==> config.mk <==
export PLATFORM = sky130hd
export DESIGN_NAME = mode_arbiter
export DESIGN_NICKNAME = d
export VERILOG_FILES = /design/src/arb_pkg.sv /design/src/mode_arbiter.sv /design/src/rr_sel.sv /design/src/fixed_prio_sel.sv /design/src/pn_seq_gen.sv
export VERILOG_INCLUDE_DIRS = /design/src
export SDC_FILE = /design/constraint.sdc
export NUM_CORES = 1
export LEC_CHECK = 0
export BUFFER_PORTS_ARGS = -buffer_cell sky130_fd_sc_hd__buf_4
export CAP_MARGIN = 15
export CELL_PAD_IN_SITES_DETAIL_PLACEMENT = 0
export CELL_PAD_IN_SITES_GLOBAL_PLACEMENT = 2
export CORE_MARGIN = 2
export CORE_UTILIZATION = 27
export DETAILED_ROUTE_END_ITERATION = 10
export PLACE_DENSITY_LB_ADDON = 0.1
export SLEW_MARGIN = 15
export SYNTH_ARGS = -nofsm -noshare
export SYNTH_HDL_FRONTEND = slang
export SYNTH_SLANG_ARGS = --single-unit
==> constraint.sdc <==
create_clock -name clk -period 1.2 [get_ports clk]
set_input_delay 0.24 -clock clk [delete_from_list [all_inputs] [get_ports clk]]
set_output_delay 0.24 -clock clk [all_outputs]
set_load 0.02 [all_outputs]
==> src/arb_macros.svh <==
//~~~~~~~~~~~~~~~~~~~~~~~~~~~~~~~~~~~~~~
// Mode arbiter constants
// Requester count, mode code width and
// the codes of the two dynamic schemes
//~~~~~~~~~~~~~~~~~~~~~~~~~~~~~~~~~~~~~~

`ifndef ARB_MACROS_SVH
`define ARB_MACROS_SVH

// Number of requesters
`define ARB_NUM_REQ 4

// Width of the mode code
`define ARB_MODE_W 3

// Round robin scheme
`define ARB_MODE_RR 4

// Pseudo-random priority scheme
`define ARB_MODE_RAND 5

// Codes 0 to 3 promote one requester
// Codes 6 and 7 grant nobody

`endif
==> src/arb_pkg.sv <==
//~~~~~~~~~~~~~~~~~~~~~~~~~~~~~~~~~~~~~~
// Mode arbiter package
// Mode word with a raw and a split view
//~~~~~~~~~~~~~~~~~~~~~~~~~~~~~~~~~~~~~~

`include "arb_macros.svh"

package arb_pkg;

  // Width of a requester index
  localparam int unsigned ARB_IDX_W = $clog2(`ARB_NUM_REQ);

  // sel values under dyn = 1
  localparam logic [ARB_IDX_W-1:0] SEL_RR   = ARB_IDX_W'(`ARB_MODE_RR);
  localparam logic [ARB_IDX_W-1:0] SEL_RAND = ARB_IDX_W'(`ARB_MODE_RAND);

  // Mode word
  // dyn = 0 means sel is the promoted requester
  // dyn = 1 means sel picks round robin, random or idle
  typedef union packed {
    logic [`ARB_MODE_W-1:0] code;   // Raw value
    struct packed {
      logic                 dyn;    // Dynamic scheme
      logic [ARB_IDX_W-1:0] sel;
    } fields;
  } arb_mode_u;

endpackage

==> src/mode_arbiter.sv <==
//~~~~~~~~~~~~~~~~~~~~~~~~~~~~~~~~~~~~~~
// Four-requester mode arbiter
// Fixed, round-robin or random scheme,
// picked by the mode code each cycle
// Grant is registered, one-hot or zero
//~~~~~~~~~~~~~~~~~~~~~~~~~~~~~~~~~~~~~~

`timescale 1ns/1ps

`include "arb_macros.svh"

module mode_arbiter (
  input  logic                      clk,
  input  logic                      rst_n,
  input  logic [`ARB_NUM_REQ-1:0]   req,
  input  arb_pkg::arb_mode_u        mode,
  output logic [`ARB_NUM_REQ-1:0]   gnt
);

  import arb_pkg::*;

  logic [ARB_IDX_W-1:0]    rand_idx;    // From the LFSR
  logic [`ARB_NUM_REQ-1:0] fixed_gnt;
  logic [`ARB_NUM_REQ-1:0] rand_gnt;
  logic [`ARB_NUM_REQ-1:0] rr_gnt;
  logic [`ARB_NUM_REQ-1:0] nxt_gnt;

  pn_seq_gen i_pn_seq_gen (
    .clk      (clk),
    .rst_n    (rst_n),
    .rand_idx (rand_idx)
  );

  // Promoted requester comes straight from the mode
  fixed_prio_sel i_fixed_sel (
    .req     (req),
    .top_idx (mode.fields.sel),
    .gnt     (fixed_gnt)
  );

  // Same selector, promoted requester drawn from the LFSR
  fixed_prio_sel i_rand_sel (
    .req     (req),
    .top_idx (rand_idx),
    .gnt     (rand_gnt)
  );

  // Pointer follows the registered grant of any scheme
  rr_sel i_rr_sel (
    .req      (req),
    .last_gnt (gnt),
    .gnt      (rr_gnt)
  );

  // Scheme select
  always_comb begin
    if (!mode.fields.dyn) begin
      nxt_gnt = fixed_gnt;
    end else begin
      case (mode.fields.sel)
        SEL_RR:   nxt_gnt = rr_gnt;
        SEL_RAND: nxt_gnt = rand_gnt;
        default:  nxt_gnt = '0;   // Idle codes
      endcase
    end
  end

  always_ff @(posedge clk or negedge rst_n) begin
    if (!rst_n) begin
      gnt <= '0;
    end else begin
      gnt <= nxt_gnt;
    end
  end

endmodule

==> src/rr_sel.sv <==
//~~~~~~~~~~~~~~~~~~~~~~~~~~~~~~~~~~~~~~
// Round-robin selector
// Searches circularly from the requester
// after the one granted last
//~~~~~~~~~~~~~~~~~~~~~~~~~~~~~~~~~~~~~~

`timescale 1ns/1ps

`include "arb_macros.svh"

module rr_sel (
  input  logic [`ARB_NUM_REQ-1:0] req,
  input  logic [`ARB_NUM_REQ-1:0] last_gnt,
  output logic [`ARB_NUM_REQ-1:0] gnt
);

  import arb_pkg::*;

  logic [ARB_IDX_W-1:0]      last_idx;
  logic [ARB_IDX_W:0]        start;       // Rotate amount, 1 to 4
  logic [2*`ARB_NUM_REQ-1:0] req_dbl;
  logic [2*`ARB_NUM_REQ-1:0] req_shr;
  logic [`ARB_NUM_REQ-1:0]   req_rot;     // Bit 0 is the first candidate
  logic [`ARB_NUM_REQ-1:0]   pick_rot;
  logic [2*`ARB_NUM_REQ-1:0] pick_dbl;
  logic [2*`ARB_NUM_REQ-1:0] pick_shl;

  // One-hot to index, a zero grant reads as index 0
  assign last_idx = {last_gnt[3] | last_gnt[2], last_gnt[3] | last_gnt[1]};

  assign start = {1'b0, last_idx} + 1'b1;

  // Rotate right so the requester after last_idx sits in bit 0
  assign req_dbl = {req, req};
  assign req_shr = req_dbl >> start;
  assign req_rot = req_shr[`ARB_NUM_REQ-1:0];

  // First asking requester in search order
  assign pick_rot = req_rot & (~req_rot + 1'b1);

  // Rotate back to requester numbering
  assign pick_dbl = {pick_rot, pick_rot};
  assign pick_shl = pick_dbl << start;
  assign gnt      = pick_shl[2*`ARB_NUM_REQ-1:`ARB_NUM_REQ];

  // last_idx itself is searched last since start = 4 wraps fully

endmodule

==> src/fixed_prio_sel.sv <==
//~~~~~~~~~~~~~~~~~~~~~~~~~~~~~~~~~~~~~~
// Fixed priority selector
// One requester goes first, the others
// follow by ascending index
//~~~~~~~~~~~~~~~~~~~~~~~~~~~~~~~~~~~~~~

`timescale 1ns/1ps

`include "arb_macros.svh"

module fixed_prio_sel (
  input  logic [`ARB_NUM_REQ-1:0]        req,
  input  logic [arb_pkg::ARB_IDX_W-1:0]  top_idx,
  output logic [`ARB_NUM_REQ-1:0]        gnt
);

  logic [`ARB_NUM_REQ-1:0] top_oh;      // Promoted requester as one-hot
  logic [`ARB_NUM_REQ-1:0] low_oh;      // Lowest asking requester
  logic                    top_hit;

  assign top_oh  = {{(`ARB_NUM_REQ-1){1'b0}}, 1'b1} << top_idx;
  assign top_hit = |(req & top_oh);

  // Two's complement trick keeps only the lowest set bit
  assign low_oh = req & (~req + 1'b1);

  // The promoted index wins when it asks
  // Otherwise the lowest index, which can never be top_idx here
  always_comb begin
    if (top_hit) begin
      gnt = top_oh;
    end else begin
      gnt = low_oh;   // Zero when nobody asks
    end
  end

endmodule

==> src/pn_seq_gen.sv <==
//~~~~~~~~~~~~~~~~~~~~~~~~~~~~~~~~~~~~~~
// Pseudo-random index generator
// Three-stage Fibonacci LFSR, period 7
// Two oldest stages give the index
//~~~~~~~~~~~~~~~~~~~~~~~~~~~~~~~~~~~~~~

`timescale 1ns/1ps

module pn_seq_gen (
  input  logic                           clk,
  input  logic                           rst_n,
  output logic [arb_pkg::ARB_IDX_W-1:0]  rand_idx
);

  logic s1;
  logic s2;
  logic s3;
  logic fb;

  assign fb = s1 ^ s3;   // Feedback into the first stage

  // Shift every cycle, never reaches all zero
  always_ff @(posedge clk or negedge rst_n) begin
    if (!rst_n) begin
      s1 <= 1'b1;   // Nonzero seed
      s2 <= 1'b0;
      s3 <= 1'b0;
    end else begin
      s1 <= fb;
      s2 <= s1;
      s3 <= s2;
    end
  end

  assign rand_idx = {s3, s2};

endmodule

# Yosys cells after proc, flatten, opt, wreduce, memory -nomap -nowiden

Index checks and enable logic that the tools add are counted.

Output and inout bits: 4
Bits in registers: 7
Input bits: 9

Shift operators: 4
Reduce and logical (&&, ||, !) cells: 3
Bitwise logic cells: 9
Mux-type cells: 4
Add/sub/neg operators: 3
Equality and inequality tests: 1

Operator list:

| operator                                             | count |
|---|---|
| bitwise AND 4 bit                                    | 4 |
| two-way mux 4 bit                                    | 3 |
| adder 4 x 1 -> 4 bit (second input constant)         | 2 |
| NOT 4 bit                                            | 2 |
| case mux 4 bit (2 select lines)                      | 1 |
| OR reduction 4 bit                                   | 2 |
| << shifter 1 x 2 -> 4 bit (first input constant)     | 2 |
| << shifter 8 x 3 -> 8 bit                            | 1 |
| >> shifter 8 x 3 -> 4 bit                            | 1 |
| adder 2 x 1 -> 3 bit (second input constant)         | 1 |
| equality test 2 x 1 -> 1 bit (second input constant) | 1 |
| logical NOT 2 bit                                    | 1 |
| OR 1 bit                                             | 2 |
| bitwise XOR 1 bit                                    | 1 |

# Depth between registers and ports, before layout

Depth in word-level cells: 9
Gate-level depth with buffers: 6
Mapped depth without buffers: 4

# Modules after synthesis

A second synthesis with hierarchy kept.

Cells, all modules: 85
Area, all modules: 768.2 µm²

Modules (own cells, without submodules):

| module         | times used | cells an instance | sequential area each (µm²) | area an instance (µm²) |
|---|---|---|---|---|
| rr_sel         | 1          | 35                | 0.0                        | 271.5 |
| fixed_prio_sel | 2          | 13                | 0.0                        | 102.6 |
| mode_arbiter   | 1          | 18                | 100.1                      | 191.4 |
| pn_seq_gen     | 1          | 6                 | 76.3                       | 100.1 |

# Worst setup path before layout

No wires, ideal clock.

Path kind: register to register
From: register gnt[3]
To: register gnt[2]
Stages on the path, launching flop included: 6
Data arrival time: 1.333 ns
Buffers on the path: 1
Slack: -0.252 ns
Cells stage by stage: dfrtp_1 > buf_2 > or2b_1 > a221oi_1 > o22ai_1 > o21a_1

Cells in the longest elaborated chain, start to end: 9
Elaborated cells on any way between the ends: 10
Classes of those cells: add/sub: 2; shift: 2; mux: 2; bitwise: 4

Ends and longest elaborated chain:

| element                             | line               | RTL |
|---|---|---|
| start, declared                     | mode_arbiter.sv:17 | `` output logic [`ARB_NUM_REQ-1:0] gnt `` |
| start signal, assigned              | mode_arbiter.sv:72 | `gnt <= nxt_gnt;` |
| OR 1 bit                            | rr_sel.sv:29       | `assign last_idx = {last_gnt[3] \| last_gnt[2], last_gnt[3] \| last_gnt[1]};` |
| adder 2 x 1 -> 3 bit (*)            | rr_sel.sv:31       | `assign start = {1'b0, last_idx} + 1'b1;` |
| >> shifter 8 x 3 -> 4 bit           | rr_sel.sv:35       | `assign req_shr = req_dbl >> start;` |
| NOT 4 bit                           | rr_sel.sv:39       | `assign pick_rot = req_rot & (~req_rot + 1'b1);` |
| adder 4 x 1 -> 4 bit                | rr_sel.sv:39       |  |
| bitwise AND 4 bit                   | rr_sel.sv:39       |  |
| << shifter 8 x 3 -> 8 bit (*)       | rr_sel.sv:43       | `assign pick_shl = pick_dbl << start;` |
| case mux 4 bit (2 select lines) (*) | mode_arbiter.sv:60 | `case (mode.fields.sel)` |
| two-way mux 4 bit (*)               | mode_arbiter.sv:57 | `if (!mode.fields.dyn) begin` |
| net nxt_gnt[2]                      | mode_arbiter.sv:26 | `` logic [`ARB_NUM_REQ-1:0] nxt_gnt; `` |

The timed path passes the listed nets; every way through them passes the cells marked *.

# Final worst setup path

Ends and elaborated chain as after synthesis.

==> results.json <==
{
  "synth_fp_nets": 89,
  "crit_buf_inv": 0,
  "p_leak_nw": 0.4458,
  "globalplace.congestion": 0.7698,
  "fmax_mhz": 784.7,
  "vias": 703,
  "fillers": 242,
  "clk_latency_ns": 0.24,
  "reg2reg_slack_ns": -0.07,
  "coreArea_um2": 2212,
  "synth-main-ff-cell": "dfrtp_1",
  "path_class": "flop to flop",
  "arrival_ns": 1.40,
  "fp.dieW_um": 52.33,
  "cp_top_family": "compound AO/OA/AOI/OAI gates",
  "seqPwrFrac": 0.365,
  "final_area_um2": 991.0,
  "placed_cell_area_um2": 879.6,
  "violations": "setup timing",
  "worst_r2r_path_depth": 4,
  "fin_crit_sh": 1.062,
  "clock_sinks": 7,
  "grt_start_max_net_pins": 11,
  "finalPower_w": 0.0007447,
  "finalHoldViolations": 0,
  "synth_common_cells": "8 x a21oi_1, 6 x dfrtp_1, 5 x buf_2, 5 x clkbuf_1, 5 x nand2_1",
  "rsz0062_at_grt": "yes",
  "hpwl_mm": 1.411,
  "drt-vias-per-instance": 5.169,
  "path_cells": "or2b_1, a221oi_2, o22ai_1, o21a_1",
  "antennaDiodeCount": 0,
  "power_switching_w": 0.0002273,
  "dp_cells": 130,
  "hp-class": "input port to async pin",
  "max_stage_delay_ns": 0.41,
  "power_density_nw_per_um2": 751.5,
  "htreeDepth": 1,
  "ant_nets": 0,
  "syn_inst": 80,
  "antenna_found_initial": 0,
  "clk_path_buf_depth": 2,
  "maxCapViolations": 0,
  "final_cells": 136,
  "path_max_fanout": 2,
  "min_period_ns": 1.274,
  "cts_tree": "done",
  "finalNetCount": 118,
  "ys_seq_elements": 7,
  "die_y_um": 52.33,
  "routedWlPerCell_um": 13.33,
  "synthDominantCellAreaShare": 0.2381,
  "dr.pass1.iters": 4,
  "grt_pass1_wl_mm": 2.980,
  "rr_startpoint": "gnt[3]",
  "drtIter0Drc": 7,
  "final_max_slew_viol_count": 0,
  "yosys_warnings": 0,
  "synth_cell_types": 36,
  "slew_headroom": 0.7674,
  "syn_area_um2": 630.6,
  "port_buffers": 12,
  "worstPathRequired_ns": 1.33,
  "setup.worst_path.start_class": "flop",
  "netlist_top_cells_area": "dfrtp_1 24%, a21oi_1 6.3%, dfstp_2 4.2%",
  "wl_mm": 1.813,
  "drive_above_1_share": 0.4722,
  "io_pins": 13,
  "syn2layout_area_growth_pct": 57.14,
  "tightestPinTransition_ns": 0.3443,
  "grt.overflow.total": 0,
  "setup_tns_ns": -0.1476,
  "finClkSkew_ns": 0.001424,
  "swShare": 0.3052,
  "grt_pass1_vias": 674,
  "combPwrFrac": 0.359,
  "start_util": 0.2851,
  "intPower_w": 0.0005174,
  "track_usage": 0.1438,
  "irDropWorstVdd_mv": 0.6256,
  "cts.clk_slew.worst_paths_ns": 0.05,
  "cts_made_buffers": 3,
  "power_frac_clock": 0.276,
  "slowest_stage": "dfrtp_2",
  "synth_top_cell_by_area": "dfrtp_1",
  "synth_edf_count": 0,
  "setup_slack_ns": -0.07444,
  "syn_area_per_cell_um2": 7.883,
  "r2r_end": "gnt[2]",
  "rows": 17,
  "drc": 0,
  "die_area_um2": 2738,
  "end_kind": "flop",
  "outcome": "complete, but fails checks",
  "ys_seq_area_frac": 0.2798,
  "async_reset_ff_frac": 1.000,
  "cts_root_buf": "clkbuf_4",
  "yosysMostFrequentCell": "a21oi_1",
  "setup_violations": 3
}
==> layer usage <==
metal,GRT usage,up-vias,wire [um]
met5,0,-,0
li1,-,358,-
met4,0,0,0
met2,0.2708,7,934
met3,0.02571,0,31
met1,0.1789,338,847
==> worst max path at each step <==
stage | start | to | slack (ns) | cells past startpoint
floorplan | gnt[3] | gnt[2] | -0.19 | 5
global placement | i_pn_seq_gen.s3 | gnt[3] | -0.22 | 4
detailed placement | i_pn_seq_gen.s3 | gnt[3] | -0.19 | 4
CTS | gnt[3] | gnt[2] | -0.08 | 4
global route | i_pn_seq_gen.s3 | gnt[3] | -0.13 | 4
finish | gnt[3] | gnt[2] | -0.07 | 4
==> cell type report <==
cell class / count / area, um2 / share of cell area
multi-input cells: 61 / 447.9 / 0.4520
repair buffers: 35 / 296.5 / 0.2992
flip-flops and latches: 7 / 181.4 / 0.1831
well taps: 28 / 35.03 / 0.03535
clock buffers: 4 / 26.28 / 0.02652
inverters: 1 / 3.754 / 0.003788
==> cells in the final DEF, fill, tap and decap left out, types with 3 or more instances in the layout <==
cell | Yosys | routed
o21a_1 | 3 | 3
buf_4 | 0 | 28
buf_6 | 1 | 5
nand2_1 | 5 | 5
a21oi_1 | 8 | 6
nor2_1 | 4 | 4
nand3_1 | 3 | 3
dfrtp_2 | 0 | 4
nor3_1 | 4 | 3
clkbuf_4 | 0 | 3
==> state kept, by name, indices dropped and copies added (netlist names) <==
signal           count
gnt                  4
i_pn_seq_gen.s1      1
i_pn_seq_gen.s2      1
i_pn_seq_gen.s3      1
==> logic make-up (layout without fill, tap and decap cells) <==
| family | after synthesis | in the layout | synth area share |
|---|---|---|---|
| buffers and inverters | 12 | 40 | 0.09324 |
| XOR/XNOR | 2 | 2 | 0.02778 |
| multiplexers | 2 | 2 | 0.03373 |
| AO/OA/AOI/OAI | 30 | 30 | 0.3254 |
| AND/OR/NAND/NOR | 27 | 27 | 0.2401 |
| flip-flops | 7 | 7 | 0.2798 |
==> power groups by stage <==
stage / combinational, W / sequential (W) / clock, W
2_1_floorplan: 0.000138 / 0.000271 / 0
3_3_place_gp: 0.000245 / 0.000270 / 0
3_5_place_dp: 0.000244 / 0.000269 / 0
4_1_cts: 0.000257 / 0.000268 / 0.000215
5_1_grt: 0.000290 / 0.000274 / 0.000231
6_report: 0.000268 / 0.000271 / 0.000206
==> metrics by stage <==
stage	hold WS (ns)	setup slack, ns	utilization
floorplan	-0.05559	-0.1894	-
global placement	0.05285	-0.2166	0.3976
detailed placement	0.05701	-0.1897	0.3976
CTS	0.3394	-0.07835	0.4361
global route	0.3470	-0.1316	0.4480
finish	0.3402	-0.07444	0.4480
==> what timing repair did <==
item / 4_1_cts / 5_1_grt
gates resized for setup: 12 / 6
endpoints found under the setup margin: 6 / 5
setup buffers: 1 / 0
hold buffers: 1 / 0
endpoints found under the hold margin: 7 / 0
pin swaps: 4 / 3
No activity file was read; power rests on OpenSTA's default activity.
